[config.mk]
export PLATFORM = sky130hd
export DESIGN_NAME = dispatch
export DESIGN_NICKNAME = d
export VERILOG_FILES = /design/src/rtl/dispatchPkg.sv /design/src/rtl/resourceCheck.sv /design/src/rtl/branchMaskUpdate.sv /design/src/rtl/dispatch.sv
export SDC_FILE = /design/constraint.sdc
export NUM_CORES = 1
export LEC_CHECK = 0
export BUFFER_PORTS_ARGS = -buffer_cell sky130_fd_sc_hd__buf_4
export CORE_AREA = 4 4 248 250
export DETAILED_ROUTE_END_ITERATION = 16
export DIE_AREA = 0 0 252 254
export GPL_ROUTABILITY_DRIVEN = 0
export SLEW_MARGIN = 20
export SYNTH_ARGS = -nofsm -noshare
export SYNTH_HDL_FRONTEND = slang
export SYNTH_SLANG_ARGS = --single-unit
[constraint.sdc]
create_clock -name vclk -period 2.16
set_input_delay 0 -clock vclk [all_inputs]
set_output_delay 0 -clock vclk [all_outputs]
set_load 0.02 [all_outputs]
[src/rtl/dispatchPkg.sv]
package dispatchPkg;

  // default machine configuration that the dispatch parameters can override.
  parameter int DefaultDispatchWidth = 4;    // instructions per dispatch group.

  // one checkpoint per unresolved branch, so this is also the mask width.
  parameter int DefaultCheckpoints = 8;

  parameter int DefaultLsqSize = 16;         // entries in each of the load and store queues.
  parameter int DefaultIssueQueueSize = 32;
  parameter int DefaultActiveListSize = 64;  // reorder window of the back end.

  // instruction address as fetched.
  typedef logic [31:0] pcT;

  // the opcode is carried through untouched because dispatch never decodes it.
  typedef logic [7:0] opcodeT;

  typedef logic [4:0] logRegT;   // architectural register number.

  // physical register tags after rename cover 128 registers in the default core.
  typedef logic [6:0] physRegT;

endpackage

[src/rtl/resourceCheck.sv]
module resourceCheck #(
  parameter int DispatchWidth = dispatchPkg::DefaultDispatchWidth,
  parameter int LsqSize = dispatchPkg::DefaultLsqSize,
  parameter int IssueQueueSize = dispatchPkg::DefaultIssueQueueSize,
  parameter int ActiveListSize = dispatchPkg::DefaultActiveListSize
) (
  input  logic [DispatchWidth-1:0]          isLoad_i,   // one flag per lane.
  input  logic [DispatchWidth-1:0]          isStore_i,
  input  logic [$clog2(LsqSize):0]          loadQueueCnt_i,
  input  logic [$clog2(LsqSize):0]          storeQueueCnt_i,
  input  logic [$clog2(IssueQueueSize):0]   issueQueueCnt_i,
  input  logic [$clog2(ActiveListSize):0]   activeListCnt_i,
  output logic                              stallFrontEnd_o
);

  // a count port holds 0 up to the full size, hence the extra bit.
  localparam int LsqCntW = $clog2(LsqSize) + 1;
  localparam int IqCntW = $clog2(IssueQueueSize) + 1;
  localparam int AlCntW = $clog2(ActiveListSize) + 1;
  localparam int LaneCntW = $clog2(DispatchWidth + 1);  // holds 0 to DispatchWidth.

  // each sum gets one bit more than its widest operand so it cannot wrap.
  localparam int LsqSumW = ((LsqCntW > LaneCntW) ? LsqCntW : LaneCntW) + 1;
  localparam int IqSumW = ((IqCntW > LaneCntW) ? IqCntW : LaneCntW) + 1;
  localparam int AlSumW = ((AlCntW > LaneCntW) ? AlCntW : LaneCntW) + 1;

  logic [LaneCntW-1:0] loadCnt;
  logic [LaneCntW-1:0] storeCnt;
  logic [LsqSumW-1:0]  loadTotal;
  logic [LsqSumW-1:0]  storeTotal;
  logic [IqSumW-1:0]   issueTotal;
  logic [AlSumW-1:0]   activeTotal;
  logic                loadStall;
  logic                storeStall;
  logic                issueStall;
  logic                activeStall;

  // population count of the memory operations in the group.
  always_comb begin
    loadCnt = '0;
    storeCnt = '0;
    for (int lane = 0; lane < DispatchWidth; lane++) begin
      loadCnt = loadCnt + LaneCntW'(isLoad_i[lane]);
      storeCnt = storeCnt + LaneCntW'(isStore_i[lane]);
    end
  end

  // only the memory operations take an entry in the load and store queues.
  assign loadTotal = LsqSumW'(loadQueueCnt_i) + LsqSumW'(loadCnt);
  assign storeTotal = LsqSumW'(storeQueueCnt_i) + LsqSumW'(storeCnt);

  // The issue queue and the active list reserve the full group width.
  // This keeps the check off the per-lane decode path.
  assign issueTotal = IqSumW'(issueQueueCnt_i) + IqSumW'(DispatchWidth);
  assign activeTotal = AlSumW'(activeListCnt_i) + AlSumW'(DispatchWidth);

  assign loadStall = (loadTotal > LsqSumW'(LsqSize));
  assign storeStall = (storeTotal > LsqSumW'(LsqSize));
  assign issueStall = (issueTotal > IqSumW'(IssueQueueSize));
  assign activeStall = (activeTotal > AlSumW'(ActiveListSize));

  // the group goes as a whole, so any one full structure holds all of it.
  assign stallFrontEnd_o = loadStall | storeStall | issueStall | activeStall;

endmodule

[src/rtl/branchMaskUpdate.sv]
module branchMaskUpdate #(
  parameter int DispatchWidth = dispatchPkg::DefaultDispatchWidth,
  parameter int Checkpoints = dispatchPkg::DefaultCheckpoints,
  parameter int IdW = (Checkpoints > 1) ? $clog2(Checkpoints) : 1
) (
  input  logic [DispatchWidth-1:0][Checkpoints-1:0] branchMask_i,
  input  logic                                      ctrlVerified_i,    // branch resolved correctly.
  input  logic [IdW-1:0]                            ctrlVerifiedId_i,
  output logic [DispatchWidth-1:0][Checkpoints-1:0] branchMask_o
);

  logic [Checkpoints-1:0] clearMask;

  // One-hot select of the checkpoint that was just freed.
  // It stays all zero when no branch resolves this cycle.
  always_comb begin
    clearMask = '0;
    for (int bitIdx = 0; bitIdx < Checkpoints; bitIdx++) begin
      if (ctrlVerified_i && (IdW'(bitIdx) == ctrlVerifiedId_i)) begin
        clearMask[bitIdx] = 1'b1;
      end
    end
  end

  // A group held behind a stall still sees the resolution.
  // Its masks leave with the bit already cleared.
  always_comb begin
    for (int lane = 0; lane < DispatchWidth; lane++) begin
      branchMask_o[lane] = branchMask_i[lane] & ~clearMask;  // same branch for every lane.
    end
  end

endmodule

[src/rtl/dispatch.sv]
module dispatch #(
  parameter int DispatchWidth = dispatchPkg::DefaultDispatchWidth,
  parameter int Checkpoints = dispatchPkg::DefaultCheckpoints,
  parameter int LsqSize = dispatchPkg::DefaultLsqSize,
  parameter int IssueQueueSize = dispatchPkg::DefaultIssueQueueSize,
  parameter int ActiveListSize = dispatchPkg::DefaultActiveListSize,
  parameter int IdW = (Checkpoints > 1) ? $clog2(Checkpoints) : 1
) (
  input  logic                                      renameReady_i,    // rename holds a group.
  input  logic                                      flagRecoverEX_i,  // misprediction recovery.
  input  logic                                      ctrlVerified_i,
  input  logic [IdW-1:0]                            ctrlVerifiedId_i,
  input  logic [$clog2(LsqSize):0]                  loadQueueCnt_i,
  input  logic [$clog2(LsqSize):0]                  storeQueueCnt_i,
  input  logic [$clog2(IssueQueueSize):0]           issueQueueCnt_i,
  input  logic [$clog2(ActiveListSize):0]           activeListCnt_i,

  // per-lane fields of the renamed group where lane 0 is the oldest instruction.
  input  dispatchPkg::opcodeT  [DispatchWidth-1:0]  opcode_i,
  input  dispatchPkg::pcT      [DispatchWidth-1:0]  pc_i,
  input  dispatchPkg::logRegT  [DispatchWidth-1:0]  logDest_i,
  input  dispatchPkg::physRegT [DispatchWidth-1:0]  physDest_i,
  input  dispatchPkg::physRegT [DispatchWidth-1:0]  physSrc1_i,
  input  dispatchPkg::physRegT [DispatchWidth-1:0]  physSrc2_i,
  input  logic [DispatchWidth-1:0][Checkpoints-1:0] branchMask_i,
  input  logic [DispatchWidth-1:0]                  isLoad_i,
  input  logic [DispatchWidth-1:0]                  isStore_i,

  // fields toward the issue queue, active list and load-store queue.
  output dispatchPkg::opcodeT  [DispatchWidth-1:0]  opcode_o,
  output dispatchPkg::pcT      [DispatchWidth-1:0]  pc_o,
  output dispatchPkg::logRegT  [DispatchWidth-1:0]  logDest_o,
  output dispatchPkg::physRegT [DispatchWidth-1:0]  physDest_o,
  output dispatchPkg::physRegT [DispatchWidth-1:0]  physSrc1_o,
  output dispatchPkg::physRegT [DispatchWidth-1:0]  physSrc2_o,
  output logic [DispatchWidth-1:0]                  isLoad_o,
  output logic [DispatchWidth-1:0]                  isStore_o,

  // the updated masks are also written back to the rename pipeline register on a stall.
  output logic [DispatchWidth-1:0][Checkpoints-1:0] branchMask_o,
  output logic                                      backEndReady_o,
  output logic                                      stallFrontEnd_o
);

  logic stallFrontEnd;

  resourceCheck #(
    .DispatchWidth  (DispatchWidth),
    .LsqSize        (LsqSize),
    .IssueQueueSize (IssueQueueSize),
    .ActiveListSize (ActiveListSize)
  ) resourceCheck_inst (
    .isLoad_i        (isLoad_i),
    .isStore_i       (isStore_i),
    .loadQueueCnt_i  (loadQueueCnt_i),
    .storeQueueCnt_i (storeQueueCnt_i),
    .issueQueueCnt_i (issueQueueCnt_i),
    .activeListCnt_i (activeListCnt_i),
    .stallFrontEnd_o (stallFrontEnd)
  );

  branchMaskUpdate #(
    .DispatchWidth (DispatchWidth),
    .Checkpoints   (Checkpoints),
    .IdW           (IdW)
  ) branchMaskUpdate_inst (
    .branchMask_i     (branchMask_i),
    .ctrlVerified_i   (ctrlVerified_i),
    .ctrlVerifiedId_i (ctrlVerifiedId_i),
    .branchMask_o     (branchMask_o)
  );

  // The group is written into the back end only when everything lines up.
  // There must be room, a group from rename, and no recovery in progress.
  assign backEndReady_o = ~stallFrontEnd & renameReady_i & ~flagRecoverEX_i;
  assign stallFrontEnd_o = stallFrontEnd;  // holds the instruction buffer and rename.

  // the remaining fields go to the back end as they came from rename.
  assign opcode_o = opcode_i;
  assign pc_o = pc_i;              // kept by the active list for recovery.
  assign logDest_o = logDest_i;
  assign physDest_o = physDest_i;
  assign physSrc1_o = physSrc1_i;  // source tags for the issue queue wakeup.
  assign physSrc2_o = physSrc2_i;
  assign isLoad_o = isLoad_i;
  assign isStore_o = isStore_i;

endmodule

# Yosys cells after proc, flatten, opt, wreduce, memory -nomap -nowiden
# Cells that the tools add are included.
# totals
ff_bits,0
input_bits,333
out_inout_bits,306
elab_cells,50
# classes
n_addsub,10
n_lt_le_gt_ge,4
eq_ne,7
muxes,8
bitwise,12
reduce_logical,9
# ops
operator,count
AND 8 bit,4
adder 3 x 1 -> 3 bit,4
adder 5 x 3 -> 6 bit,2
== test 3 bit (first input constant),4
greater-than comparator 6 x 5 -> 1 bit (second input constant),2
adder 7 x 3 -> 8 bit (second input constant),1
greater-than comparator 8 x 7 -> 1 bit (second input constant),1
logical AND 1 bit,8
2-to-1 mux 1 bit,8
inverter 8 bit,1
adder 6 x 3 -> 7 bit (second input constant),1
greater-than comparator 7 x 6 -> 1 bit (second input constant),1
== test 2 x 3 -> 1 bit (first input constant),2
adder 1 x 1 -> 2 bit,2
== test 1 x 3 -> 1 bit (first input constant),1
zero test 3 bit,1
OR 1 bit,3
AND 1 bit,2
inverter 1 bit,2

# Depth between registers and ports, before layout
# depth
word_depth,11
mapped_depth,12
mapped_depth_nobuf,12

# By module
# From an unflattened synthesis, not the netlist that was laid out.
# hier_totals
hier_cells,358
hier_area_um2,2757.6
# by_module_without_submodules
module,n_inst,cells_each,area_each_um2,seq_area_each_um2
dispatch,1,273,2054.5,0.0
resourceCheck,1,45,367.9,0.0
branchMaskUpdate,1,40,335.3,0.0

# Least setup slack after synthesis
# No wires, ideal clock.
# synth_path
kind,in2out
from,input port isStore_i[0]
to,output port stallFrontEnd_o
arrival_ns,2.260
t_required_ns,2.160
slack_ns,-0.100
path_stages,12
n_path_buf,0
cell_sequence,ha_1 -> inv_1 -> fa_1 -> inv_1 -> ha_1 -> inv_1 -> fa_1 -> xnor2_1 -> nor3b_2 -> nor3b_2 -> a311o_1 -> nand4_1
# synth_between
elab_chain_cells,8
# synth_rtl
item,line,source
start: declaration,dispatch.sv:27,"input logic [DispatchWidth-1:0] isStore_i,"
adder 1 x 1 -> 2 bit,resourceCheck.sv:44,storeCnt = storeCnt + LaneCntW'(isStore_i[lane]);
adder 3 x 1 -> 3 bit (2 in a row),resourceCheck.sv:44,
adder 5 x 3 -> 6 bit,resourceCheck.sv:50,assign storeTotal = LsqSumW'(storeQueueCnt_i) + LsqSumW'(storeCnt);
greater-than comparator 6 x 5 -> 1 bit,resourceCheck.sv:58,assign storeStall = (storeTotal > LsqSumW'(LsqSize));
OR 1 bit (3 in a row),resourceCheck.sv:63,assign stallFrontEnd_o = loadStall | storeStall | issueStall | activeStall;
end: declaration,dispatch.sv:42,output logic stallFrontEnd_o
# Every way passes these cells.

# Final worst setup path
# layout_path
from,input port isLoad_i[1]
to,output port stallFrontEnd_o
# layout_between
elab_chain_cells,8
# layout_rtl
item,line,source
start: declaration,dispatch.sv:26,"input logic [DispatchWidth-1:0] isLoad_i,"
adder 1 x 1 -> 2 bit,resourceCheck.sv:43,loadCnt = loadCnt + LaneCntW'(isLoad_i[lane]);
adder 3 x 1 -> 3 bit (2 in a row),resourceCheck.sv:43,
adder 5 x 3 -> 6 bit,resourceCheck.sv:49,assign loadTotal = LsqSumW'(loadQueueCnt_i) + LsqSumW'(loadCnt);
greater-than comparator 6 x 5 -> 1 bit,resourceCheck.sv:57,assign loadStall = (loadTotal > LsqSumW'(LsqSize));
OR 1 bit (3 in a row),resourceCheck.sv:63,
# Every way passes these cells.

==> run_results.csv <==
group,metric,value,unit
status,status,"complete, but fails checks",
status,violations,"negative setup slack",
finish,diodes,0,
timing,layout_setup_ws,-0.3967,ns
synth,yosysUniqueCellTypes,27,
power,p_per_area,168.8,nW/um^2
power,seqPwrFrac,0,
floorplanning,initial_core_util,0.04730,
power,finalPower,0.0004591,W
finish,final_common_cell,"buf_4",
timing,period_share,1.184,
hold_path,holdPathEnd,"physSrc1_o[24]",
worst_setup_path,cpMaxStageDelayCell,"fa_2",
finish,area_growth,-2.600,%
timing,maxSlewHeadroom,0.5229,
timing,fmax,391.1,MHz
synth,synthSimpleGateAreaFrac,0.1367,
power,power_frac_clock,0,
synth,ys_seq_area_frac,0,
power,p_int,0.0002507,W
finish,drive_gt1_frac,0.6079,
synth,synth-compound-area-share,0.02286,
floorplanning,fp.coreArea,59020,um^2
worst_setup_path,end_kind,"primary output",
finish,nClkBuffers,0,
timing,setup_viol,2,
timing,setup_tns,-0.7489,ns
worst_setup_path,crit_arrival,2.56,ns
worst_setup_path,cpPeakStageDelay,0.51,ns
global_routing,grt_overflow_total,0,
route,drc,0,
worst_setup_path,required,2.16,ns
hold_path,min_path_type,"in -> out",
finish,n_sequential_cell,0,
power,sw_frac_of_total,0.4538,
route,routed_via_density,1.627,
synth,synth-xor-area-share,0.01255,
global_routing,antenna_found_initial,0,
timing,slew_violations,0,
global_routing,grt_max_degree,9,
worst_setup_path,crit_type,"in -> out",
route,final_antenna_net_count,0,
global_routing,grt_pass1_vias,1659,
power,p_sw,0.0002083,W
run,maxCapViolCount,0,
timing,period_minus_slack,2.557,ns
route,drt_iter0_drc,54,
clock_tree,postCtsHoldBufs,0,
worst_setup_path,critPathLaunchType,"input port",
route,wirelength,14.21,mm
hold_path,hold-path-cell-count,0,
global_routing,grt_use_total,0.03834,
finish,nFillCells,7041,
synth,netlist_instances,376,
finish,mostFrequentLayoutCells,"buf_4, nor2b_1, and2_1",
synth,synth_area_per_cell,7.424,um^2
floorplanning,row_count,89,
worst_setup_path,cp_cell_sequence,"buf_8, ha_4, inv_4, fa_1, inv_1, ha_2, inv_2, fa_2, nand3b_1, nand3b_1, o311ai_1, buf_4, nand4_1, buf_4",
timing,worst_slew_pin_slew,0.7101,ns
synth,yosysWarnings,0,
timing,rsz0062_at_grt,"true",
synth,synthAdderAreaFrac,0.07351,
floorplanning,die_w,252,um
finish,regArea,0,um^2
finish,nets,576,
timing,hold_viol_final,0,
synth,syn_nets,723,
floorplanning,io-pin-count,639,
synth,netlist_area,2791,um^2
power,p_leak,0.9508,nW
synth,synth_top_family_by_area,"buffers and inverters",
route,dr.pass1.iters,4,
worst_setup_path,critPathMaxFanout,2,
power,share_comb_of_total_power,1.000,
synth,synth.area.mux_share,0,
route,num_vias,1627,
floorplanning,die_h,254,um
global_routing,grt_pass1_wl,16.28,mm
route,wl_per_cell,14.21,um
placement,dp_hpwl,12.59,mm
floorplanning,dieArea,64010,um^2
placement,port_buffers,111,
power,worst_ir_drop_vdd,0.00007368,V
hold_path,hold_start,"physSrc1_i[24]",
[per-stage QoR]
step	instance area [um^2]	worst slack, ns	utilization	cells	hold WS (ns)
2_1_floorplan	2796	-0.03263	-	376	0.1126
3_3_place_gp	2623	-0.4126	0.04444	997	0.0001367
3_5_place_dp	2623	-0.4495	0.04444	997	0.0001367
4_1_cts	2668	-0.3910	0.04520	998	0.0001367
5_1_grt	2719	-0.5625	0.04607	1000	0.00002924
6_report	2719	-0.3967	0.04607	1000	0.000007769
[worst max-delay path: cells and delay by family]
family | cells | cell delay [ns]
compound gates | 1 | 0.09
fa+ha+maj | 4 | 1.41
simple gates | 3 | 0.41
buf+inv | 6 | 0.64
[synth_stat cells (2+ instances only)]
cell / count / area share
and2_1: 17 / 0.038
xor2_1: 2 / 0.0063
nand2_1: 3 / 0.0040
xnor2_1: 2 / 0.0063
nor3b_2: 2 / 0.0090
nor2b_1: 18 / 0.040
nand4_1: 3 / 0.0067
nor3_1: 3 / 0.0054
o21ai_0: 2 / 0.0036
nand3_1: 2 / 0.0036
ha_1: 10 / 0.045
nand4b_1: 3 / 0.0094
buf_4: 272 / 0.73
inv_1: 17 / 0.023
nor3b_1: 2 / 0.0054
a21oi_1: 3 / 0.0054
fa_1: 4 / 0.029
nand3b_1: 2 / 0.0054
[how the worst max path moves through the flow]
| stage | start | endpoint | depth (start not counted) |
|---|---|---|---|
| final | isLoad_i[1] | stallFrontEnd_o | 14 |
| after floorplan | isStore_i[0] | stallFrontEnd_o | 11 |
| after global placement | isLoad_i[0] | stallFrontEnd_o | 14 |
| after detailed placement | isLoad_i[0] | stallFrontEnd_o | 15 |
| after global routing | isLoad_i[0] | stallFrontEnd_o | 15 |
| after CTS | isLoad_i[0] | stallFrontEnd_o | 14 |
[logic make-up after synthesis]
family / count (synthesis)
buffers and inverters: 289
and+or+nand+nor: 59
AOI/OAI and AO/OA: 10
adders and majority gates: 14
xor gates and xnor gates: 4
[power by group through the flow]
stage | Clock [W] | Sequential (W) | Combinational [W]
2_1_floorplan | 0 | 0 | 0.000932
3_3_place_gp | 0 | 0 | 0.000432
3_5_place_dp | 0 | 0 | 0.000436
4_1_cts | 0 | 0 | 0.000451
5_1_grt | 0 | 0 | 0.000505
6_report | 0 | 0 | 0.000459
[area by class of cell]
class	instances	area [um^2]	share of cell area
Inverter	17	66.31	0.02439
Tap cell	773	967.2	0.3557
Multi-Input combinational cell	87	732.0	0.2692
Timing Repair Buffer	123	953.4	0.3507
[layer usage]
metal / wire length [um] / global-route usage / vias to the layer above
met1: 1811 / 0.01411 / 591
met3: 4067 / 0.04616 / 144
li1: - / - / 596
met2: 6029 / 0.05832 / 294
met5: 60 / 0.006767 / -
met4: 2239 / 0.05422 / 2
[what timing repair did]
item	in CTS	in global routing
pin swaps	3	5
setup buffers	1	2
resized for setup	9	10
setup endpoints to repair	2	2
(Power assumes the default switching activity.)
